===== src/hw/rvPkg.sv =====
package rvPkg;

    typedef logic [31:0] word_t;

    // Major opcodes of the supported subset
    localparam logic [6:0] OP_R      = 7'b0110011;
    localparam logic [6:0] OP_IMM    = 7'b0010011;
    localparam logic [6:0] OP_LOAD   = 7'b0000011;
    localparam logic [6:0] OP_STORE  = 7'b0100011;
    localparam logic [6:0] OP_BRANCH = 7'b1100011;
    localparam logic [6:0] OP_JAL    = 7'b1101111;
    localparam logic [6:0] OP_JALR   = 7'b1100111;
    localparam logic [6:0] OP_LUI    = 7'b0110111;

    typedef struct packed {
        logic [6:0] funct7;
        logic [4:0] rs2;
        logic [4:0] rs1;
        logic [2:0] funct3;
        logic [4:0] rd;
        logic [6:0] opcode;
    } rType_t;

    typedef struct packed {
        logic [11:0] imm12;
        logic [4:0]  rs1;
        logic [2:0]  funct3;
        logic [4:0]  rd;
        logic [6:0]  opcode;
    } iType_t;

    typedef struct packed {
        logic [6:0] immHi;
        logic [4:0] rs2;
        logic [4:0] rs1;
        logic [2:0] funct3;
        logic [4:0] immLo;
        logic [6:0] opcode;
    } sType_t;

    // Branch offset bits are scattered, bit 0 is implied zero
    typedef struct packed {
        logic       immSign;
        logic [5:0] imm10to5;
        logic [4:0] rs2;
        logic [4:0] rs1;
        logic [2:0] funct3;
        logic [3:0] imm4to1;
        logic       imm11;
        logic [6:0] opcode;
    } bType_t;

    typedef struct packed {
        logic [19:0] imm20;
        logic [4:0]  rd;
        logic [6:0]  opcode;
    } uType_t;

    typedef struct packed {
        logic       immSign;
        logic [9:0] imm10to1;
        logic       imm11;
        logic [7:0] imm19to12;
        logic [4:0] rd;
        logic [6:0] opcode;
    } jType_t;

    // One fetched word, read through whichever format applies
    typedef union packed {
        rType_t      r;
        iType_t      i;
        sType_t      s;
        bType_t      b;
        uType_t      u;
        jType_t      j;
        logic [31:0] raw;
    } instrWord_t;

    typedef enum logic [3:0] {
        ALU_ADD, ALU_SUB, ALU_AND, ALU_OR, ALU_XOR, ALU_SLT, ALU_SLL, ALU_SRL, ALU_PASSB
    } aluOp_e;

    typedef enum logic [2:0] {IMM_I, IMM_S, IMM_B, IMM_U, IMM_J} immSel_e;

    typedef enum logic [1:0] {RES_ALU, RES_MEM, RES_PCPLUS4} resultSrc_e;

    typedef enum logic [2:0] {PC_SEQ, PC_BEQ, PC_BNE, PC_JAL, PC_JALR} pcSrc_e;

    typedef enum logic [1:0] {MEM_WORD, MEM_BYTE, MEM_BYTEU} memMode_e;

    typedef struct packed {
        aluOp_e     aluOp;
        logic       aluSrcImm;
        resultSrc_e resultSrc;
        pcSrc_e     pcSrc;
        memMode_e   memMode;
        logic       memWrite;
        logic       regWrite;
        immSel_e    immSel;
    } ctrl_t;

endpackage

===== src/hw/instrMemory.sv =====
`timescale 1ns/1ps

module instrMemory import rvPkg::*; #(
    parameter int IMEM_WORDS = 64
) (
    input  logic       clk,
    input  logic       progWe,
    input  word_t      progAddr,
    input  word_t      progData,
    input  word_t      pc,
    output instrWord_t instr
);

    localparam int AW = $clog2(IMEM_WORDS);

    word_t mem [IMEM_WORDS];

    // Empty slots decode as an unknown opcode, so they do nothing
    initial begin
        for (int i = 0; i < IMEM_WORDS; i++) begin
            mem[i] = '0;
        end
    end

    // progAddr is a byte address, same as pc
    always_ff @(posedge clk) begin
        if (progWe) begin
            mem[progAddr[AW+1:2]] <= progData;
        end
    end

    assign instr = instrWord_t'(mem[pc[AW+1:2]]);

endmodule


===== config.mk =====
export PLATFORM = sky130hd
export DESIGN_NAME = instrMemory
export DESIGN_NICKNAME = d
export VERILOG_FILES = /design/src/hw/rvPkg.sv /design/src/hw/instrMemory.sv
export SDC_FILE = /design/constraint.sdc
export NUM_CORES = 2
export LEC_CHECK = 0
export BUFFER_PORTS_ARGS = -buffer_cell sky130_fd_sc_hd__clkbuf_2
export CAP_MARGIN = 10
export CORE_ASPECT_RATIO = 1.75
export CORE_MARGIN = 4
export CORE_UTILIZATION = 50
export DETAILED_ROUTE_END_ITERATION = 12
export GPL_ROUTABILITY_DRIVEN = 0
export PLACE_DENSITY = 0.66
export SLEW_MARGIN = 0
export SYNTH_ARGS = -nofsm -noshare
export SYNTH_HDL_FRONTEND = slang
export SYNTH_SLANG_ARGS = --single-unit

===== constraint.sdc =====
create_clock -name clk -period 4.3 [get_ports clk]
set_input_delay 0.215 -clock clk [delete_from_list [all_inputs] [get_ports clk]]
set_output_delay 0.215 -clock clk [all_outputs]
set_load 0.005 [all_outputs]

# Word level (Yosys, flattened, before mapping)
# Memories as Yosys holds them, arrays and structs flattened.
# Index checks and enable logic that the tools add are counted.
[totals] reg_bits=0 ram_bits=2048 wordCells=3 n_memories=1
[classes] n_mux=2
[mem_list] name="mem" words=64 word_bits=32 rd=1 rd_ports_with_merged_regs=0 write_ports=1 line="instrMemory.sv:16" source="word_t mem [IMEM_WORDS];"
[op_table] operator="$mux W1" n=2

# Longest topological paths before layout
[depth] word_depth=2 mapped_depth=10

# Least setup slack after synthesis
# OpenSTA, ideal clock, no wires.
[synth_timing] path_type="in2reg" startpoint="input port progAddr[5]" endpoint="memory mem[48][0] (netlist bit) (enable)" setup_time_ns=0.461 arrival_time_ns=2.914 slack_ns=0.925 stages=4 path_cell_list="clkbuf_1 nor2b_1 nand4b_1 nor3_1"
[synth_lines] element="from (decl)" line="instrMemory.sv:8" source="input word_t progAddr,"
[synth_lines] element="to (decl)" line="instrMemory.sv:16"
# Straight into the memory's write port.

==> flow_summary.ini <==
[run_status]
status = finished, final reports clean

[worst_setup_path]
critical_path_arrival_ns = 3.28
cp_data_required_time_ns = 4.09
critPathMaxFanout = 33
end_kind = output port
cp-start-kind = input port
critical_path_class = input port to output port
startpoint = pc[2]

[floorplanning]
ioPinCount = 130
initial_core_util_pct = 50.3
coreArea_um2 = 155000
rows = 191
die_w_um = 306
die_h_um = 530
dieArea_um2 = 162000

[power_and_ir_drop]
p_leak_nw = 27.2
power_density_nw_per_um2 = 454
peakVddDrop_v = 0.000281

[final_layout]
drive_above_1_share_pct = 30.3
layout.nets = 3668
area_growth_syn_to_layout_pct = 12.7
largest_register_ffs = 2048
design_area_um2 = 87700

[synth]
syn_area_per_cell_um2 = 23.7
synthTopCellsByArea = edfxtp_1, mux4_2, mux2i_1
async_flop_share_pct = 0
synth_cell_types = 33
synth_most_common_cell = edfxtp_1
ys_warn_count = 0
netlist_instances = 3292
syn-num-nets = 3390
ys_seq_elements = 2048
ys.flop_type = edfxtp_1
synth_edf_count = 2048
synth_top_area_share_pct = 79.0
synth_commonest_cells = edfxtp_1, mux4_2, nor2_1, mux2i_1, o22ai_1
ys_seq_area_share_pct = 79.0
synth_area_um2 = 77900
synth.largest_area_cell = edfxtp_1

[route]
final_antenna_net_count = 0
drtPass1Iterations = 7
vias = 36200
route.detailed.drc = 0
wl_per_cell_um = 34.2
wl_um = 196000
routed_via_density = 6.32
drt_iter0_drc = 3848

[cts]
cts-buffers-inserted = 176
post_cts_resized = 0
clock_sinks = 2048
cts_tree = done
cts.clk_slew.worst_paths_ns = 0.07
cts_buffer_depth = 4
cts_root_buf = clkbuf_16
htree_levels = 4

[sta]
maxSlewViolCount = 0
finalSetupViolCount = 0
period_share_pct = 81.2
period_minus_slack_ns = 3.49
worst_pin_slew_ns = 1.22
max_slew_margin_pct = 18.5
rsz0062_at_grt = false
fin_setup_tns_ns = 0
fmax_ghz = 0.286
hold_violations = 0

[hold_path]
holdCritStartpoint = progData[16]
whs_path_depth = 1
hold_path_class = input port to flip-flop

[grt]
grt_pass1_wl_um = 278000
grt.overflow.total = 0
grt_pass1_vias = 37300
grt_antenna_before_repair = 10
grt_max_degree = 65
track_usage_pct = 24.3

[placement]
dp_hpwl_um = 113000
dpl_cell_area_um2 = 82100
port_buffers = 77

[flow_run]
drv_cap = 0
==> final timing paths <==
kind,to,slack (ns)
min,mem[48][16]$_DFFE_PP_,0.04
max,instr[1],0.81
==> worst max-delay path, stage by stage <==
cell	delay [ns]
buf_8	0.38
buf_4	0.52
mux4_2	0.58
mux4_2	0.56
o22ai_1	0.54
nor2_1	0.24
clkbuf_2	0.17
==> cell type report <==
class | count | area [um2]
multi-input combinational | 1062 | 16000
clock inverter | 93 | 875
antenna | 4 | 10.0
timing repair buffer | 282 | 2220
clock buffer | 211 | 4640
tap | 2026 | 2530
sequential | 2048 | 61500
fill | 11200 | 67100
==> per-layer routing <==
layer	GRT usage, %	vias up	share of wire, %
met4	12.6	6	6.1
met5	0	-	0.064
li1	-	14700	-
met3	3.53	400	7.1
met2	42.4	1575	52
met1	29.6	19500	34
==> where the power goes <==
group          internal [W]  switching, W
Sequential           0.0221     0.0000283
Clock               0.00875       0.00679
Combinational      0.000791       0.00142
==> per-stage QoR <==
step / instances / worst slack (ns) / utilization (%) / hold slack (ns) / power, W
final: 5726 / 0.809 / 56.7 / 0.0405 / 0.0399
after global routing: 5723 / 0.673 / 56.7 / 0.0528 / 0.0410
after CTS: 5722 / 0.875 / 56.7 / 0.0230 / 0.0401
after detailed placement: 5411 / 0.882 / 53.0 / 0.419 / 0.0248
after global placement: 5411 / 0.880 / 53.0 / 0.416 / 0.0247
after floorplan: 3292 / 0.925 / - / 0.314 / 0.0237
==> cell families (layout without fill, tap and decap cells) <==
group | Yosys count | count (layout) | synth area share [%]
flip-flops | 2048 | 2048 | 79.0
multiplexers | 637 | 637 | 16.9
AND/OR/NAND/NOR | 223 | 223 | 1.28
AO/OA/AOI/OAI | 202 | 202 | 1.69
buffers and inverters | 182 | 586 | 1.14
other | 0 | 4 | 0
==> timing repair <==
item,CTS,global route
setup buffers,0,0
hold buffers,7,0
hold endpoints to repair,47,0
==> layout by cell type, fill, tap and decap left out, drive strengths merged, types with 5 or more instances in the layout <==
cell	n
nand2	26
nand3b	5
a22oi	12
clkinv	71
o22ai	84
mux4	544
a21oi	62
nor2	137
buf	202
nand2b	8
nor2b	15
edfxtp	2048
a311oi	8
clkbuf	284
o221ai	27
nor3	7
or3b	5
bufinv	18
dlygate4sd3	7
mux2i	93
nand3	5
Power figures use the tool's default switching activity.
