--- config.mk ---
export PLATFORM = sky130hd
export DESIGN_NAME = immExtend
export DESIGN_NICKNAME = d
export VERILOG_FILES = /design/src/hw/rvPkg.sv /design/src/hw/immExtend.sv
export SDC_FILE = /design/constraint.sdc
export NUM_CORES = 1
export LEC_CHECK = 0
export ABC_CLOCK_PERIOD_IN_PS = 1900
export BUFFER_PORTS_ARGS = -buffer_cell sky130_fd_sc_hd__buf_2
export CORE_MARGIN = 5
export CORE_UTILIZATION = 37
export DETAILED_ROUTE_END_ITERATION = 10
export PLACE_DENSITY = 0.95
export SYNTH_ARGS = -nofsm -noshare
export SYNTH_HDL_FRONTEND = slang
export SYNTH_SLANG_ARGS = --single-unit
--- constraint.sdc ---
create_clock -name vclk -period 1.9
set_input_delay 0.38 -clock vclk [all_inputs]
set_output_delay 0.38 -clock vclk [all_outputs]
set_load 0.005 [all_outputs]
--- src/hw/rvPkg.sv ---
package rvPkg;

    typedef logic [31:0] word_t;

    // Major opcodes of the supported subset
    localparam logic [6:0] OP_R      = 7'b0110011;
    localparam logic [6:0] OP_IMM    = 7'b0010011;
    localparam logic [6:0] OP_LOAD   = 7'b0000011;
    localparam logic [6:0] OP_STORE  = 7'b0100011;
    localparam logic [6:0] OP_BRANCH = 7'b1100011;
    localparam logic [6:0] OP_JAL    = 7'b1101111;
    localparam logic [6:0] OP_JALR   = 7'b1100111;
    localparam logic [6:0] OP_LUI    = 7'b0110111;

    typedef struct packed {
        logic [6:0] funct7;
        logic [4:0] rs2;
        logic [4:0] rs1;
        logic [2:0] funct3;
        logic [4:0] rd;
        logic [6:0] opcode;
    } rType_t;

    typedef struct packed {
        logic [11:0] imm12;
        logic [4:0]  rs1;
        logic [2:0]  funct3;
        logic [4:0]  rd;
        logic [6:0]  opcode;
    } iType_t;

    typedef struct packed {
        logic [6:0] immHi;
        logic [4:0] rs2;
        logic [4:0] rs1;
        logic [2:0] funct3;
        logic [4:0] immLo;
        logic [6:0] opcode;
    } sType_t;

    // Branch offset bits are scattered, bit 0 is implied zero
    typedef struct packed {
        logic       immSign;
        logic [5:0] imm10to5;
        logic [4:0] rs2;
        logic [4:0] rs1;
        logic [2:0] funct3;
        logic [3:0] imm4to1;
        logic       imm11;
        logic [6:0] opcode;
    } bType_t;

    typedef struct packed {
        logic [19:0] imm20;
        logic [4:0]  rd;
        logic [6:0]  opcode;
    } uType_t;

    typedef struct packed {
        logic       immSign;
        logic [9:0] imm10to1;
        logic       imm11;
        logic [7:0] imm19to12;
        logic [4:0] rd;
        logic [6:0] opcode;
    } jType_t;

    // One fetched word, read through whichever format applies
    typedef union packed {
        rType_t      r;
        iType_t      i;
        sType_t      s;
        bType_t      b;
        uType_t      u;
        jType_t      j;
        logic [31:0] raw;
    } instrWord_t;

    typedef enum logic [3:0] {
        ALU_ADD, ALU_SUB, ALU_AND, ALU_OR, ALU_XOR, ALU_SLT, ALU_SLL, ALU_SRL, ALU_PASSB
    } aluOp_e;

    typedef enum logic [2:0] {IMM_I, IMM_S, IMM_B, IMM_U, IMM_J} immSel_e;

    typedef enum logic [1:0] {RES_ALU, RES_MEM, RES_PCPLUS4} resultSrc_e;

    typedef enum logic [2:0] {PC_SEQ, PC_BEQ, PC_BNE, PC_JAL, PC_JALR} pcSrc_e;

    typedef enum logic [1:0] {MEM_WORD, MEM_BYTE, MEM_BYTEU} memMode_e;

    typedef struct packed {
        aluOp_e     aluOp;
        logic       aluSrcImm;
        resultSrc_e resultSrc;
        pcSrc_e     pcSrc;
        memMode_e   memMode;
        logic       memWrite;
        logic       regWrite;
        immSel_e    immSel;
    } ctrl_t;

endpackage
--- src/hw/immExtend.sv ---
`timescale 1ns/1ps

module immExtend import rvPkg::*; (
    input  instrWord_t instr,
    input  immSel_e    immSel,
    output word_t      immExt
);

    always_comb begin
        case (immSel)
            IMM_I: immExt = {{20{instr.i.imm12[11]}}, instr.i.imm12};
            IMM_S: immExt = {{20{instr.s.immHi[6]}}, instr.s.immHi, instr.s.immLo};
            IMM_B: begin
                immExt = {{20{instr.b.immSign}}, instr.b.imm11,
                          instr.b.imm10to5, instr.b.imm4to1, 1'b0};
            end
            // Upper immediate, low 12 bits zero
            IMM_U: immExt = {instr.u.imm20, 12'b0};
            IMM_J: begin
                immExt = {{12{instr.j.immSign}}, instr.j.imm19to12, instr.j.imm11,
                          instr.j.imm10to1, 1'b0};
            end
            default: immExt = '0;
        endcase
    end

endmodule

Yosys cells after proc, flatten, opt, wreduce, memory -nomap -nowiden --
Index checks and enable logic that the tools add are counted.
Word-level totals: register bits 0, logic and storage cells 6, output and inout port bits 32, input bits 35
Cells by class: eq/ne operators 4, muxes and demuxes 1, reduce and logical (&&, ||, !) cells 1
Operators with widths (count):
- $pmux W32 S5 | 1
- $eq A3 B2 Y1 const B | 2
- $eq A3 B1 Y1 const B | 1
- $eq A3 B3 Y1 const B | 1
- $logic_not A3 Y1 | 1

Longest topological paths before layout --
word-level depth 2, gate-level depth with buffers 5, mapped depth without buffers 3

Worst setup path after synthesis --
No wires, ideal clock.
path type input port to output port, start in immSel[1], end out immExt[20], stages on the path 5, arrival time 1174 ps, slack 346 ps, path through buf_6 -> maj3_2 -> nand2b_4 -> buf_6 -> nand2_1
On the way: word-level cells in the longest chain between the ends 2, elaborated cells on any way between the ends 6, classes of those cells eq/ne: 4; mux: 1; reduce/logical: 1
RTL lines:
- start: declaration | RTL line immExtend.sv:5 | input immSel_e immSel,
- $eq A3 B3 Y1, or another cell as far along | RTL line immExtend.sv:10 | case (immSel)
- $pmux W32 S5 * | RTL line immExtend.sv:10
- end: declaration | RTL line immExtend.sv:6 | output word_t immExt
Every way passes the cells marked *; elsewhere a longest branch is shown, timed or not.

Final worst setup path --
start in immSel[0], end out immExt[18]
Same word-level chain as after synthesis.

==> flow_metrics.env <==
export IMPL_area_growth_pct=53.2
export IMPL_total_power_uw=210
export IMPL_critPathKind="in -> out"
export IMPL_final_common_cell="buf_2"
export IMPL_drc=0
export IMPL_cp_data_arrival_time_ps=1410
export IMPL_nClkBuffers=0
export IMPL_worstHoldStart="instr[21]"
export IMPL_antenna_found_initial=0
export IMPL_gr_total_overflow=0
export IMPL_layout_common_cells="60 x buf_2, 22 x nand2_1, 17 x a21oi_1"
export IMPL_place_area_um2=828
export IMPL_maxClockFrequency_mhz=559
export IMPL_grtUsageTotal_pct=18.2
export IMPL_min_path_type="in -> out"
export IMPL_final_period_utilization_pct=94.1
export IMPL_drt_initial_drc_count=22
export IMPL_cp_required_ps=1520
export IMPL_multiInputGateArea_um2=453
export IMPL_synth_avg_cell_area_um2=5.75
export IMPL_utilization_pct=62.1
export IMPL_hold_path_depth=4
export IMPL_ys_warn_count=0
export IMPL_dp_hpwl_mm=1.73
export IMPL_holdBufCountCts=0
export IMPL_diodes=0
export IMPL_initial_core_util_pct=40.5
export IMPL_preCtsSetupSlack_ps=141
export IMPL_regArea_um2=0
export IMPL_seq_cells=0
export IMPL_crit_fanout=12
export IMPL_die_h_um=48.2
export IMPL_worst_pin_slew_ps=374
export IMPL_syn_nets=129
export IMPL_wire_per_inst_um=12.9
export IMPL_p_leak_nw=0.500
export IMPL_grt_pass1_wl_mm=3.17
export IMPL_hold_viol_final=0
export IMPL_fp_dieArea_mm2=0.00233
export IMPL_ir_drop_mv=0.133
export IMPL_ys_seq_area_share_pct=0
export IMPL_synth_cell_type_count=20
export IMPL_powerDensity_mw_per_mm2=254
export IMPL_min_period_ps=1790
export IMPL_vias=839
export IMPL_syn_inst=94
export IMPL_whs_endpoint="immExt[21]"
export IMPL_port_buffers=60
export IMPL_finish_net_count=185
export IMPL_setup_total_negative_slack_ps=0
export IMPL_rsz0062_at_grt="no"
export IMPL_coreArea_mm2=0.00133
export IMPL_drt_antenna_violating_nets=0
export IMPL_maxSlewHeadroom_pct=75.1
export IMPL_post_cts_buffers=0
export IMPL_mappedNetlistArea_um2=541
export IMPL_setup_slack_ps=112
export IMPL_firstDrtPassIters=4
export IMPL_cts_resized=0
export IMPL_row_count=13
export IMPL_setup_viol=0
export IMPL_finalInstanceArea_um2=828
export IMPL_outcome="finished, final reports clean"
export IMPL_wl_mm=2.10
export IMPL_drive_gt1_share_pct=48.0
export IMPL_grt_max_degree=13
export IMPL_grt_pass1_vias=746
export IMPL_io_pins=67
export IMPL_gp_congestion=0.791
export IMPL_slew_violations=0
export IMPL_end_kind="primary output"
export IMPL_nFillCells=135
export IMPL_max_cap_viol_count=0
export IMPL_startpoint_type="input pin"
export IMPL_vias_per_cell=5.15
export IMPL_fp_dieW_um=48.2
cell families after synthesis:
family,share of synthesized area (%)
adder cells (fa/ha/maj),2.08
multiplexers,10.2
buffers and inverters,16.2
AND/OR/NAND/NOR,39.4
AO/OA/AOI/OAI,32.2
critical path, stage by stage:
cell and delay [ps]:
buf_2 220, and2_0 380, a21oi_1 120, o22ai_1 160
buf_2 140
stage by stage:
step	std cells	hold WS, ps
after floorplan	94	845
after global placement	163	1020
after detailed placement	163	1040
after CTS	163	1040
after global routing	163	1050
final	163	1040
Yosys cell counts:
library cell	number	area [um2]
nand2_1	22	82.6
a21oi_1	17	85.1
o22ai_1	12	75.1
nor2b_1	7	43.8
inv_1	5	18.8
nand2b_1	5	31.3
buf_2	4	20.0
clkbuf_1	4	15.0
mux2_2	4	45.0
buf_6	3	33.8
and2b_1	2	15.0
and2_0	1	6.26
and2_1	1	6.26
and3b_1	1	8.76
maj3_2	1	11.3
mux2i_1	1	10.0
nand2b_4	1	13.8
nor3_1	1	5.00
o21ai_0	1	5.00
o32ai_1	1	8.76
routing by layer:
metal	routed length, um	GRT usage, %
met1	779	20.2
met2	1170	36.7
met3	94	0.369
met4	54	4.84
met5	0	0
power by group:
part / leakage [nW] / switching, mW / internal (mW)
clock network: 0 / 0 / 0
logic: 0.500 / 0.104 / 0.106
registers: 0 / 0 / 0
cell type report:
| cell class | instances | area share, % |
|---|---|---|
| inverter | 5 | 2.27 |
| timing repair buffer | 65 | 40.8 |
| tap | 15 | 2.27 |
| multi-input combinational | 78 | 54.7 |
worst max path at each step:
stage | slack (ps) | startpoint | depth (start not counted) | to
after floorplan | 350 | immSel[1] | 5 | immExt[20]
after CTS | 130 | immSel[0] | 5 | immExt[17]
after detailed placement | 140 | immSel[0] | 5 | immExt[17]
final | 110 | immSel[0] | 5 | immExt[18]
after global routing | 30 | immSel[0] | 5 | immExt[12]
after global placement | 170 | immSel[0] | 5 | immExt[18]
Note: power is estimated with default switching activity, not from simulation.
