### src/hw/rvPkg.sv
package rvPkg;

    typedef logic [31:0] word_t;

    // Major opcodes of the supported subset
    localparam logic [6:0] OP_R      = 7'b0110011;
    localparam logic [6:0] OP_IMM    = 7'b0010011;
    localparam logic [6:0] OP_LOAD   = 7'b0000011;
    localparam logic [6:0] OP_STORE  = 7'b0100011;
    localparam logic [6:0] OP_BRANCH = 7'b1100011;
    localparam logic [6:0] OP_JAL    = 7'b1101111;
    localparam logic [6:0] OP_JALR   = 7'b1100111;
    localparam logic [6:0] OP_LUI    = 7'b0110111;

    typedef struct packed {
        logic [6:0] funct7;
        logic [4:0] rs2;
        logic [4:0] rs1;
        logic [2:0] funct3;
        logic [4:0] rd;
        logic [6:0] opcode;
    } rType_t;

    typedef struct packed {
        logic [11:0] imm12;
        logic [4:0]  rs1;
        logic [2:0]  funct3;
        logic [4:0]  rd;
        logic [6:0]  opcode;
    } iType_t;

    typedef struct packed {
        logic [6:0] immHi;
        logic [4:0] rs2;
        logic [4:0] rs1;
        logic [2:0] funct3;
        logic [4:0] immLo;
        logic [6:0] opcode;
    } sType_t;

    // Branch offset bits are scattered, bit 0 is implied zero
    typedef struct packed {
        logic       immSign;
        logic [5:0] imm10to5;
        logic [4:0] rs2;
        logic [4:0] rs1;
        logic [2:0] funct3;
        logic [3:0] imm4to1;
        logic       imm11;
        logic [6:0] opcode;
    } bType_t;

    typedef struct packed {
        logic [19:0] imm20;
        logic [4:0]  rd;
        logic [6:0]  opcode;
    } uType_t;

    typedef struct packed {
        logic       immSign;
        logic [9:0] imm10to1;
        logic       imm11;
        logic [7:0] imm19to12;
        logic [4:0] rd;
        logic [6:0] opcode;
    } jType_t;

    // One fetched word, read through whichever format applies
    typedef union packed {
        rType_t      r;
        iType_t      i;
        sType_t      s;
        bType_t      b;
        uType_t      u;
        jType_t      j;
        logic [31:0] raw;
    } instrWord_t;

    typedef enum logic [3:0] {
        ALU_ADD, ALU_SUB, ALU_AND, ALU_OR, ALU_XOR, ALU_SLT, ALU_SLL, ALU_SRL, ALU_PASSB
    } aluOp_e;

    typedef enum logic [2:0] {IMM_I, IMM_S, IMM_B, IMM_U, IMM_J} immSel_e;

    typedef enum logic [1:0] {RES_ALU, RES_MEM, RES_PCPLUS4} resultSrc_e;

    typedef enum logic [2:0] {PC_SEQ, PC_BEQ, PC_BNE, PC_JAL, PC_JALR} pcSrc_e;

    typedef enum logic [1:0] {MEM_WORD, MEM_BYTE, MEM_BYTEU} memMode_e;

    typedef struct packed {
        aluOp_e     aluOp;
        logic       aluSrcImm;
        resultSrc_e resultSrc;
        pcSrc_e     pcSrc;
        memMode_e   memMode;
        logic       memWrite;
        logic       regWrite;
        immSel_e    immSel;
    } ctrl_t;

endpackage
### src/hw/dataMemory.sv
`timescale 1ns/1ps

module dataMemory import rvPkg::*; #(
    parameter int DMEM_BYTES = 256
) (
    input  logic     clk,
    input  logic     we,
    input  memMode_e memMode,
    input  word_t    addr,
    input  word_t    wd,
    output word_t    readData
);

    localparam int AW = $clog2(DMEM_BYTES);

    logic [7:0]    mem [DMEM_BYTES];
    logic [AW-1:0] byteIdx;
    logic [AW-1:0] idx0;
    logic [AW-1:0] idx1;
    logic [AW-1:0] idx2;
    logic [AW-1:0] idx3;
    logic [7:0]    byteData;

    assign byteIdx = addr[AW-1:0];

    // Word accesses ignore the low two address bits
    assign idx0 = {addr[AW-1:2], 2'd0};
    assign idx1 = {addr[AW-1:2], 2'd1};
    assign idx2 = {addr[AW-1:2], 2'd2};
    assign idx3 = {addr[AW-1:2], 2'd3};

    always_ff @(posedge clk) begin
        if (we) begin
            if (memMode == MEM_WORD) begin
                mem[idx0] <= wd[7:0];
                mem[idx1] <= wd[15:8];
                mem[idx2] <= wd[23:16];
                mem[idx3] <= wd[31:24];
            end else begin
                mem[byteIdx] <= wd[7:0];
            end
        end
    end

    assign byteData = mem[byteIdx];

    always_comb begin
        case (memMode)
            MEM_BYTE:  readData = {{24{byteData[7]}}, byteData};
            MEM_BYTEU: readData = {24'b0, byteData};
            default:   readData = {mem[idx3], mem[idx2], mem[idx1], mem[idx0]};
        endcase
    end

endmodule

### config.mk
export PLATFORM = sky130hd
export DESIGN_NAME = dataMemory
export DESIGN_NICKNAME = d
export VERILOG_FILES = /design/src/hw/rvPkg.sv /design/src/hw/dataMemory.sv
export SDC_FILE = /design/constraint.sdc
export NUM_CORES = 2
export LEC_CHECK = 0
export BUFFER_PORTS_ARGS = -buffer_cell sky130_fd_sc_hd__buf_2
export CAP_MARGIN = 20
export CORE_AREA = 4 4 526 398
export CTS_BUF_LIST = sky130_fd_sc_hd__clkbuf_8
export CTS_CLUSTER_DIAMETER = 100
export DETAILED_ROUTE_END_ITERATION = 7
export DIE_AREA = 0 0 530 402
export GPL_ROUTABILITY_DRIVEN = 0
export PLACE_DENSITY = 0.65
export SLEW_MARGIN = 0
export SYNTH_ARGS = -nofsm -noshare
export SYNTH_HDL_FRONTEND = slang
export SYNTH_SLANG_ARGS = --single-unit
### constraint.sdc
create_clock -name clk -period 6 [get_ports clk]
set_input_delay 0.3 -clock clk [delete_from_list [all_inputs] [get_ports clk]]
set_output_delay 0.3 -clock clk [all_outputs]
set_load 0.02 [all_outputs]
Yosys cells after proc, flatten, opt, wreduce, memory -nomap -nowiden
Memories as Yosys holds them, arrays and structs flattened.
Cells that the tools add are included.
{"block": "totals", "reg_bits": 0, "wordCells": 15, "ram_bits": 2048, "input_bits": 68, "mem_count": 1, "out_inout_bits": 32}
{"name": "mem", "words": 256, "word_bits": 8, "rd": 5, "rd_ports_with_merged_regs": 0, "write_ports": 4, "line": "dataMemory.sv:16", "text": "logic [7:0] mem [DMEM_BYTES];"}
{"block": "classes", "n_mux": 10, "reduce_logical": 2, "eq_ne": 2}
{"op": "one-hot mux 32 bit (2 select lines)", "count": 1}
{"op": "two-way mux 8 bit", "count": 2}
{"op": "OR reduction 8 bit", "count": 1}
{"op": "two-way mux 1 bit", "count": 7}
{"op": "equality test 2 x 1 -> 1 bit (second input constant)", "count": 1}
{"op": "equality test 2 bit (second input constant)", "count": 1}
{"op": "zero test 2 bit", "count": 1}

Depth between registers and ports, before layout
{"block": "depth", "word_depth": 6, "depth_mapped": 14, "ltp_nobuf": 8}

Worst setup path after synthesis
OpenSTA, ideal clock, no wires.
{"block": "synth_timing", "kind": "input to output", "start": "input addr[2]", "end": "output readData[23]", "path_slack_ns": 2.907, "arrival_ns": 2.793, "n_path_buf": 6, "required_time_ns": 5.700, "stages": 11, "cell_sequence": "buf_6 -> buf_6 -> buf_6 -> buf_6 -> buf_4 -> buf_2 -> mux4_2 -> a221oi_1 -> nor2_1 -> a221oi_1 -> o21ai_0"}
{"block": "synth_between", "elab_chain_len": 2}
{"element": "start, declared", "line": "dataMemory.sv:9", "text": "input word_t addr,"}
{"element": "memory (256 x 8 bit)"}
{"element": "one-hot mux 32 bit (2 select lines)", "line": "dataMemory.sv:48", "text": "case (memMode)"}
{"element": "end, declared", "line": "dataMemory.sv:11", "text": "output word_t readData"}
No other way between the ends.

Worst setup path after layout
{"block": "layout_timing", "start": "input addr[3]", "end": "output readData[11]"}
Same word-level chain as after synthesis.

==> flow_metrics.env <==
export IMPL_cp_start_kind="primary input"
export IMPL_antenna_found_initial=30
export IMPL_synth_top_area_share_pct=60.6
export IMPL_synthesis_area_sq_mm=0.101
export IMPL_top_register="mem"
export IMPL_drtPass1Iterations=8
export IMPL_core_sq_mm=0.204
export IMPL_dp_cells=8468
export IMPL_dieArea_sq_mm=0.213
export IMPL_hpwl_mm=208
export IMPL_grt_pass1_vias=59700
export IMPL_slew_headroom_pct=14.7
export IMPL_synthArstFlopShare_pct=0
export IMPL_violations="design-rule violations"
export IMPL_postRouteAntennaNets=0
export IMPL_power_per_cell_area_mw_per_mm2=268
export IMPL_nets=6176
export IMPL_hp_class="in -> reg"
export IMPL_place_ws_ns=1.21
export IMPL_grt_pass1_wl_mm=469
export IMPL_crit_path_max_incr_delay_ns=0.93
export IMPL_slew_violations=0
export IMPL_portBuffers=75
export IMPL_cts_made_buffers=321
export IMPL_top_regs="mem: 2048 flops"
export IMPL_rows=144
export IMPL_ios=100
export IMPL_cp_required_ns=5.70
export IMPL_synth_seq_area_share_pct=60.6
export IMPL_rsz0062_at_grt="no"
export IMPL_track_usage_pct=31.0
export IMPL_synthCells=6086
export IMPL_wl_mm=337
export IMPL_critPathMaxFanout=75
export IMPL_vias_per_cell=6.86
export IMPL_die_w_microns=530
export IMPL_cpMaxStageDelayCell="o21ai_0"
export IMPL_area_growth_syn_to_layout_pct=8.98
export IMPL_synth_top_cell_by_area="edfxtp_1"
export IMPL_arrival_ns=4.47
export IMPL_cp_cell_sequence="buf_8 -> buf_12 -> buf_4 -> mux2i_1 -> a2111oi_0 -> buf_4 -> a31oi_1 -> o211ai_1 -> o21ai_0 -> o21ai_0 -> buf_2"
export IMPL_die_y_microns=402
export IMPL_finalSetupViolCount=0
export IMPL_wl_per_cell_microns=37.2
export IMPL_cts_tree="done"
export IMPL_synth_area_top_cells="edfxtp_1 61%, mux2_2 17%, mux4_2 11%"
export IMPL_start_util_pct=49.6
export IMPL_avgSynthCellArea_sq_um=16.7
export IMPL_finalCritPeriodShare_pct=79.6
export IMPL_endpoint_kind="output pin"
export IMPL_path_clk_slew_ns=0.06
export IMPL_syn_nets=6157
export IMPL_synth_edf_count=2048
export IMPL_drc=63
export IMPL_tns_ns=0
export IMPL_synthTopCellsByCount="2,048 x edfxtp_1, 1,551 x mux2_2, 504 x mux4_2"
export IMPL_ys_types=80
export IMPL_leakage_nw=35.9
export IMPL_path_class="in -> out"
export IMPL_post_cts_buffers=0
export IMPL_fin_cells=9067
export IMPL_status="complete, but fails checks"
export IMPL_setup_slack_ns=1.23
export IMPL_fin_crit_ns=4.77
export IMPL_synth_top_flop_cell="edfxtp_1"
export IMPL_gr_total_overflow=0
export IMPL_ctsLongestPathBuffers=4
export IMPL_fin_util_pct=54.1
export IMPL_largest_register_ffs=2048
export IMPL_tightest_slew_ns=1.27
export IMPL_synthMostInstantiatedCell="edfxtp_1"
export IMPL_cts_sinks=2048
export IMPL_cts_root_buf="clkbuf_8"
export IMPL_cap_viol_max_count=0
export IMPL_hold_viol_final=0
export IMPL_max_freq_ghz=0.209
export IMPL_dr_total_vias=62200
export IMPL_grt_max_degree=180
export IMPL_drtIter0Drc=9594
export IMPL_yosysWarnings=0
export IMPL_htree_num_levels=5
export IMPL_drive_gt1_share_pct=46.0
export IMPL_ir_drop_uv=193
export IMPL_ys_ff_latch=2048
-- cells by family (layout without fill, tap and decap cells) --
| group | Yosys count | count (layout) | synth area share, % |
|---|---|---|---|
| AO/OA/AOI/OAI | 429 | 429 | 2.89 |
| adder cells (fa/ha/maj) | 3 | 3 | 0.0370 |
| buffers and inverters | 634 | 896 | 2.96 |
| flip-flops | 2048 | 2048 | 60.6 |
| multiplexers | 2176 | 2176 | 29.7 |
| other | 0 | 18 | 0 |
| AND/OR/NAND/NOR | 796 | 796 | 3.78 |
-- worst max-delay path, delay by kind of cell --
family	cells	cell delay [ns]
AOI/OAI and AO/OA	5	2.00
muxes	1	0.32
buffers and inverters	5	1.60
-- layout by cell type, fill, tap and decap left out, types with 109 or more instances in the layout --
master / count
mux2i_1: 115
mux2_2: 1551
inv_1: 109
clkbuf_8: 331
edfxtp_1: 2048
nand2_1: 264
mux4_2: 504
buf_4: 207
nor2_1: 248
a22oi_1: 122
-- report_power, final --
| part | switching, mW | internal [mW] |
|---|---|---|
| combinational | 1.82 | 1.01 |
| sequential | 0.0144 | 15.8 |
| clock | 5.75 | 5.27 |
-- metrics by stage --
stage / hold slack, ns / power, mW / area, sq um
global placement: 0.788 / 18.8 / 105000
finish: 0.311 / 29.7 / 111000
detailed placement: 0.806 / 18.8 / 105000
floorplan: 0.399 / 17.7 / 101000
CTS: 0.262 / 29.6 / 110000
global route: 0.297 / 30.4 / 110000
-- per-layer routing --
metal / up-vias / share of wire [%] / global-route usage [%]
met2: 4511 / 42 / 43.0
met3: 834 / 14 / 10.9
met4: 12 / 4.6 / 12.4
li1: 24400 / - / -
met5: - / 0.12 / 0.791
met1: 32400 / 39 / 44.6
-- timing repair --
| action | in CTS | in global routing |
|---|---|---|
| hold buffers | 8 | 0 |
| hold endpoints to repair | 335 | 0 |
| resized for setup | 0 | 0 |
-- path summary, 6_finish.rpt --
kind	startpoint	end	slack, ns	cells after the start
max	addr[3]	readData[11]	1.23	11
min	wd[15]	mem[117][7]$_DFFE_PP_	0.31	3
-- layout make-up --
cell class | instances | area [sq um]
Inverter | 11 | 43.8
Clock inverter | 237 | 1100
Tap cell | 2701 | 3380
Sequential cell | 2048 | 61500
Antenna cell | 18 | 45.0
Timing Repair Buffer | 319 | 2710
Fill cell | 16400 | 93800
Clock buffer | 329 | 4530
Multi-Input combinational cell | 3404 | 37200
Power figures use the tool's default switching activity.
