File: src/hw/rvPkg.sv
package rvPkg;

    typedef logic [31:0] word_t;

    // Major opcodes of the supported subset
    localparam logic [6:0] OP_R      = 7'b0110011;
    localparam logic [6:0] OP_IMM    = 7'b0010011;
    localparam logic [6:0] OP_LOAD   = 7'b0000011;
    localparam logic [6:0] OP_STORE  = 7'b0100011;
    localparam logic [6:0] OP_BRANCH = 7'b1100011;
    localparam logic [6:0] OP_JAL    = 7'b1101111;
    localparam logic [6:0] OP_JALR   = 7'b1100111;
    localparam logic [6:0] OP_LUI    = 7'b0110111;

    typedef struct packed {
        logic [6:0] funct7;
        logic [4:0] rs2;
        logic [4:0] rs1;
        logic [2:0] funct3;
        logic [4:0] rd;
        logic [6:0] opcode;
    } rType_t;

    typedef struct packed {
        logic [11:0] imm12;
        logic [4:0]  rs1;
        logic [2:0]  funct3;
        logic [4:0]  rd;
        logic [6:0]  opcode;
    } iType_t;

    typedef struct packed {
        logic [6:0] immHi;
        logic [4:0] rs2;
        logic [4:0] rs1;
        logic [2:0] funct3;
        logic [4:0] immLo;
        logic [6:0] opcode;
    } sType_t;

    // Branch offset bits are scattered, bit 0 is implied zero
    typedef struct packed {
        logic       immSign;
        logic [5:0] imm10to5;
        logic [4:0] rs2;
        logic [4:0] rs1;
        logic [2:0] funct3;
        logic [3:0] imm4to1;
        logic       imm11;
        logic [6:0] opcode;
    } bType_t;

    typedef struct packed {
        logic [19:0] imm20;
        logic [4:0]  rd;
        logic [6:0]  opcode;
    } uType_t;

    typedef struct packed {
        logic       immSign;
        logic [9:0] imm10to1;
        logic       imm11;
        logic [7:0] imm19to12;
        logic [4:0] rd;
        logic [6:0] opcode;
    } jType_t;

    // One fetched word, read through whichever format applies
    typedef union packed {
        rType_t      r;
        iType_t      i;
        sType_t      s;
        bType_t      b;
        uType_t      u;
        jType_t      j;
        logic [31:0] raw;
    } instrWord_t;

    typedef enum logic [3:0] {
        ALU_ADD, ALU_SUB, ALU_AND, ALU_OR, ALU_XOR, ALU_SLT, ALU_SLL, ALU_SRL, ALU_PASSB
    } aluOp_e;

    typedef enum logic [2:0] {IMM_I, IMM_S, IMM_B, IMM_U, IMM_J} immSel_e;

    typedef enum logic [1:0] {RES_ALU, RES_MEM, RES_PCPLUS4} resultSrc_e;

    typedef enum logic [2:0] {PC_SEQ, PC_BEQ, PC_BNE, PC_JAL, PC_JALR} pcSrc_e;

    typedef enum logic [1:0] {MEM_WORD, MEM_BYTE, MEM_BYTEU} memMode_e;

    typedef struct packed {
        aluOp_e     aluOp;
        logic       aluSrcImm;
        resultSrc_e resultSrc;
        pcSrc_e     pcSrc;
        memMode_e   memMode;
        logic       memWrite;
        logic       regWrite;
        immSel_e    immSel;
    } ctrl_t;

endpackage
File: src/hw/programCounter.sv
`timescale 1ns/1ps

module programCounter import rvPkg::*; (
    input  logic  clk,
    input  logic  rst,
    input  ctrl_t ctrl,
    input  logic  zero,
    input  word_t immExt,
    input  word_t aluResult,
    output word_t pc
);

    word_t pcPlus4;
    word_t branchTarget;
    word_t jalrTarget;
    word_t pcNext;
    logic  takeBranch;

    assign pcPlus4      = pc + 32'd4;
    assign branchTarget = pc + immExt;
    // JALR target drops bit 0
    assign jalrTarget   = {aluResult[31:1], 1'b0};

    // zero comes from the SUB compare of rs1 and rs2
    assign takeBranch = ((ctrl.pcSrc == PC_BEQ) && zero) ||
                        ((ctrl.pcSrc == PC_BNE) && !zero);

    always_comb begin
        case (ctrl.pcSrc)
            PC_BEQ, PC_BNE: pcNext = takeBranch ? branchTarget : pcPlus4;
            PC_JAL:         pcNext = branchTarget;
            PC_JALR:        pcNext = jalrTarget;
            default:        pcNext = pcPlus4;
        endcase
    end

    always_ff @(posedge clk) begin
        if (rst) begin
            pc <= '0;
        end else begin
            pc <= pcNext;
        end
    end

endmodule

File: config.mk
export PLATFORM = sky130hd
export DESIGN_NAME = programCounter
export DESIGN_NICKNAME = d
export VERILOG_FILES = /design/src/hw/rvPkg.sv /design/src/hw/programCounter.sv
export SDC_FILE = /design/constraint.sdc
export NUM_CORES = 1
export LEC_CHECK = 0
export ABC_AREA = 1
export ABC_CLOCK_PERIOD_IN_PS = 2300
export BUFFER_PORTS_ARGS = -buffer_cell sky130_fd_sc_hd__buf_4
export CORE_ASPECT_RATIO = 1.1
export CORE_MARGIN = 4
export CORE_UTILIZATION = 30
export DETAILED_ROUTE_END_ITERATION = 10
export PLACE_DENSITY = 0.59
export SLEW_MARGIN = 20
export SYNTH_ARGS = -nofsm -noshare
export SYNTH_HDL_FRONTEND = slang
export SYNTH_SLANG_ARGS = --single-unit
File: constraint.sdc
create_clock -name clk -period 2.3 [get_ports clk]
set_input_delay 0.23 -clock clk [delete_from_list [all_inputs] [get_ports clk]]
set_output_delay 0.23 -clock clk [all_outputs]
set_load 0.02 [all_outputs]
### Yosys cells after proc, flatten, opt, wreduce, memory -nomap -nowiden

Cells that the tools add are included.

| operators by class | value |
|---|---|
| add/sub/neg operators | 2 |
| multipliers | 0 |
| divide/modulo/power cells | 0 |
| $lt $le $gt $ge | 0 |
| equal/unequal tests | 4 |
| shift operators | 0 |
| mux-type cells | 2 |
| bitwise gates (word level) | 0 |
| reduce and logical (&&, ||, !) cells | 5 |

Operators by type and width:

| kind | count |
|---|---|
| 32-bit one-hot mux with 3 select lines | 1 |
| 32-bit by 3-bit adder with 32-bit output (second input constant) | 1 |
| 32-bit adder | 1 |
| 32-bit 2-to-1 mux | 1 |
| 3-bit by 2-bit equality test with 1-bit output (second input constant) | 2 |
| 3-bit by 1-bit equality test with 1-bit output (second input constant) | 1 |
| 3-bit equality test (second input constant) | 1 |
| 1-bit logical AND | 2 |
| 2-bit OR reduction | 1 |
| 1-bit zero test | 1 |
| 1-bit logical OR | 1 |

| word-level totals | value |
|---|---|
| register bits after elaboration | 32 |
| bits in latches | 0 |
| bits in writable memories | 0 |
| memory bits (read-only) | 0 |
| output and inout port bits | 32 |
| memories | 0 |

### Longest topological paths before layout

| depth | value |
|---|---|
| depth after elaboration | 5 |
| depth in mapped cells | 14 |
| depth with buffers taken out | 14 |

### Least setup slack after synthesis

No wires, ideal clock.

| timing path | value |
|---|---|
| path kind | flip-flop to flip-flop |
| start | reg pc[0] |
| end | reg pc[14] |
| data arrival time | 1.872 ns |
| slack | 0.296 ns |
| stages on the path, launching flop included | 12 |
| buffers on the path | 0 |
| period minus slack after synthesis | 2.004 ns |
| path through | dfxtp_1 > ha_1 > fa_1 > nand3_1 > nand2_1 > nand3_1 > nand2_1 > nand2_1 > nand2_1 > or2_2 > nand3_1 > a21oi_1 |

| on the way | value |
|---|---|
| cells in the longest elaborated chain, start to end | 3 |
| elaborated cells between the ends (all ways) | 4 |
| those cells by class | add/sub: 2; mux: 2 |

RTL lines:

| item | line | text |
|---|---|---|
| from (decl) | programCounter.sv:10 | `output word_t pc` |
| from (signal assigned) | programCounter.sv:41 | `pc <= pcNext;` |
| 32-bit by 3-bit adder with 32-bit output or 32-bit adder (tied branches) | programCounter.sv:19, programCounter.sv:20 |  |
| 32-bit 2-to-1 mux | programCounter.sv:30 | `PC_BEQ, PC_BNE: pcNext = takeBranch ? branchTarget : pcPlus4;` |
| 32-bit one-hot mux with 3 select lines * | programCounter.sv:29 | `case (ctrl.pcSrc)` |

Mark *: on every way between the ends. The rest lies on a longest branch, timed or not.
A chain may end at the register's enable or synchronous reset.

### Worst setup path after layout

| timing path | value |
|---|---|
| start | reg pc[0] |
| end | reg pc[26] |

Same word-level chain as after synthesis.

==> flow_summary.toml <==
[global_route]
grt_max_degree = 27
grt_pass1_wl_mm = 27.1
gr-total-overflow = 0
grt_usage_pct = 20.1
met2_usage_pct = 35.1
grt_pass1_vias = 5143
busiest_layer = "met2"
globalRouteMet1Util_pct = 26.8
antenna_found_initial = 0
use_met3_pct = 2.34

[timing]
rsz0062_at_grt = "false"
setup_tns_ps = 0
clock_skew_ps = 5.47
final_hold_viol_count = 0
slew_headroom_pct = 76.5
min_period_ps = 2090
fin_crit_sh_pct = 91.0
setup_viol_count_final = 0
clock.fmax_mhz = 478
tightest_slew_ps = 350
slew_violations = 0

[floorplanning]
dieWidth_um = 125
placementRows = 46
dieArea_um2 = 17200
initial_core_util_pct = 31.1
die_y_um = 137
pin_count = 116
core-area_um2 = 14600

[clock_tree]
cts_tree = "yes"
numCtsBuffers = 5
cts_setup_buffers = 0
path_clk_slew_ps = 50
cts_buffer_depth = 2
cts_sinks = 32
cts-root-buf = "clkbuf_16"
cts_hold_buf = 0
insertion_delay_ps = 280
htree_levels = 2

[run]
maxCapViolCount = 0

[power]
total_power_uw = 3130
powerDensity_nw_per_um2 = 538
p_int_uw = 1700
pwr-share-clk_pct = 20.0
combPwrFrac_pct = 56.3
power.share.switching_pct = 45.8
p_leak_uw = 0.00317
p_sw_uw = 1430
ir_drop_mv = 0.273
p_seq_share_pct = 23.7

[cells_and_area]
largest_reg_flops = 32
reg_top3 = "pc x32"
multiInputGateArea_um2 = 3320
syn_to_final_growth_pct = 28.0
ff_latch_area_um2 = 641
mostFrequentLayoutCell = "nand2_1"
drive_gt1_share_pct = 18.0
final_cell_mix = "281 x nand2_1, 134 x inv_1, 129 x buf_4"
fillers = 1693
fin_nets = 1067
diodes = 0
regMostFlops = "pc"

[worst_hold_path]
hp-start = "aluResult[6]"
hold_path.class = "input port to flip-flop"

[logic_synthesis]
ys_seq_area_share_pct = 14.1
syn_area_um2 = 4540
ys_types = 45
synth_edf_count = 0
syn_inst = 824
synth_warnings = 0
postSynthAreaPerCell_um2 = 5.51
synthFlopType = "dfxtp_1"
synth_nets = 941
yosys_register_bits = 32
async_flop_share_pct = 0

[setup_path]
critPathTopFamily = "simple AND/OR/NAND/NOR gates"
timing.critical_path.mode_cell = "nand2_1"
worstPathRequired_ps = 2510
timing.rr.start = "pc[0]$_SDFFE_PP0P_"
worstPathMaxFanout = 4
crit_path_end_kind = "flip-flop"
path_buf_inv = 1
critPathSlowestCell = "fa_1"
critPathKind = "flip-flop to flip-flop"
crit_arrival_ps = 2310
slowest_delay_ps = 400
start_kind = "flip-flop"
worstPathCellList = "ha_1, fa_1, nand3_1, nand2_1, nand3_1, nand2_1, buf_4, nand2_1, nand2_1, nand2_1, nand2_1, nand2_1, nand3_1, a21oi_1"
startpoint = "pc[0]$_SDFFE_PP0P_"

[route]
drc = 0
finalWirelength_mm = 17.5
vias = 5566
viasPerCell = 4.88
ant_nets = 0
wl_per_cell_um = 15.3
drtIter0Drc = 454
drt_first_pass_iters = 5

[placement]
io_buffers = 100
dp_hpwl_mm = 14.8
gp_congestion = 0.903

[outcome]
status = "finished clean"
-- synthesized netlist by cell type (all sizes together) (2+ instances only) --
library cell / count / area share (%)
nor3: 18 / 2.6
nand4: 11 / 1.8
a21o: 3 / 0.50
xor2: 9 / 1.7
or2: 5 / 0.69
xnor2: 2 / 0.39
nand3: 76 / 8.7
o21ai: 28 / 3.1
a32oi: 2 / 0.39
clkbuf: 5 / 0.85
inv: 137 / 11
nor2: 79 / 7.5
ha: 32 / 8.8
nand2: 285 / 24
nand3b: 10 / 1.9
a31oi: 5 / 0.69
buf: 5 / 0.61
and3: 2 / 0.28
o21bai: 4 / 0.66
dfxtp: 32 / 14
and2: 4 / 0.55
a22oi: 3 / 0.50
a21oi: 58 / 6.6
-- area by class of cell --
cell class,instances,share of cell area [%]
Multi-Input combinational cell,644,57.1
Inverter,138,8.93
Tap cell,192,4.13
Timing Repair Buffer,129,16.6
Sequential cell,32,11.0
Clock buffer,5,2.15
-- per-stage QoR --
stage	worst slack, ps	cells	utilization [%]	hold WS [ps]	area, um2
after floorplan	296	824	-	374	4540
after global placement	210	1135	38.9	477	5690
after detailed placement	190	1135	38.9	490	5690
after CTS	188	1140	39.8	195	5810
after global routing	10.6	1140	39.8	218	5820
final	207	1140	39.8	193	5820
-- worst register-to-register path: cells and delay by family (launching register included) --
kind | cells | cell delay, ps
and+or+nand+nor | 10 | 790
adders and majority gates | 2 | 630
DFF | 1 | 320
buffers and inverters | 1 | 150
AOI/OAI and AO/OA | 1 | 120
-- cell families (layout without fill, tap and decap cells) --
family	after synthesis	after routing	share of synthesized area, %
buf+inv	148	272	12.9
compound gates	108	108	13.3
fa+ha+maj	33	33	9.25
simple gates	492	492	48.3
xor+xnor	11	11	2.12
flops	32	32	14.1
-- layer usage --
layer | part of all wire [%] | up-vias
met5 | 0 | -
met4 | 1.7 | 0
met3 | 5.0 | 18
met2 | 47 | 143
met1 | 46 | 2506
li1 | - | 2899
-- power by group through the flow --
stage	Sequential, uW	Clock (uW)	Combinational [uW]
2_1_floorplan	843	0	975
3_3_place_gp	746	0	1730
3_5_place_dp	745	0	1740
4_1_cts	735	635	1750
5_1_grt	748	660	1960
6_report	741	626	1760
-- what timing repair did --
item                                   in CTS  in global routing
setup endpoints to repair                   0                  2
gates resized for setup                     0                  2
endpoints found under the hold margin       0                  0
-- worst paths after layout --
kind	slack, ps	cells past startpoint	end
setup / recovery	210	14	pc[26]$_SDFF_PP0_
hold reg to reg	490	2	pc[0]$_SDFFE_PP0P_
hold / removal	190	3	pc[6]$_SDFF_PP0_
setup reg to reg	210	14	pc[26]$_SDFF_PP0_
Power figures use the tool's default switching activity.
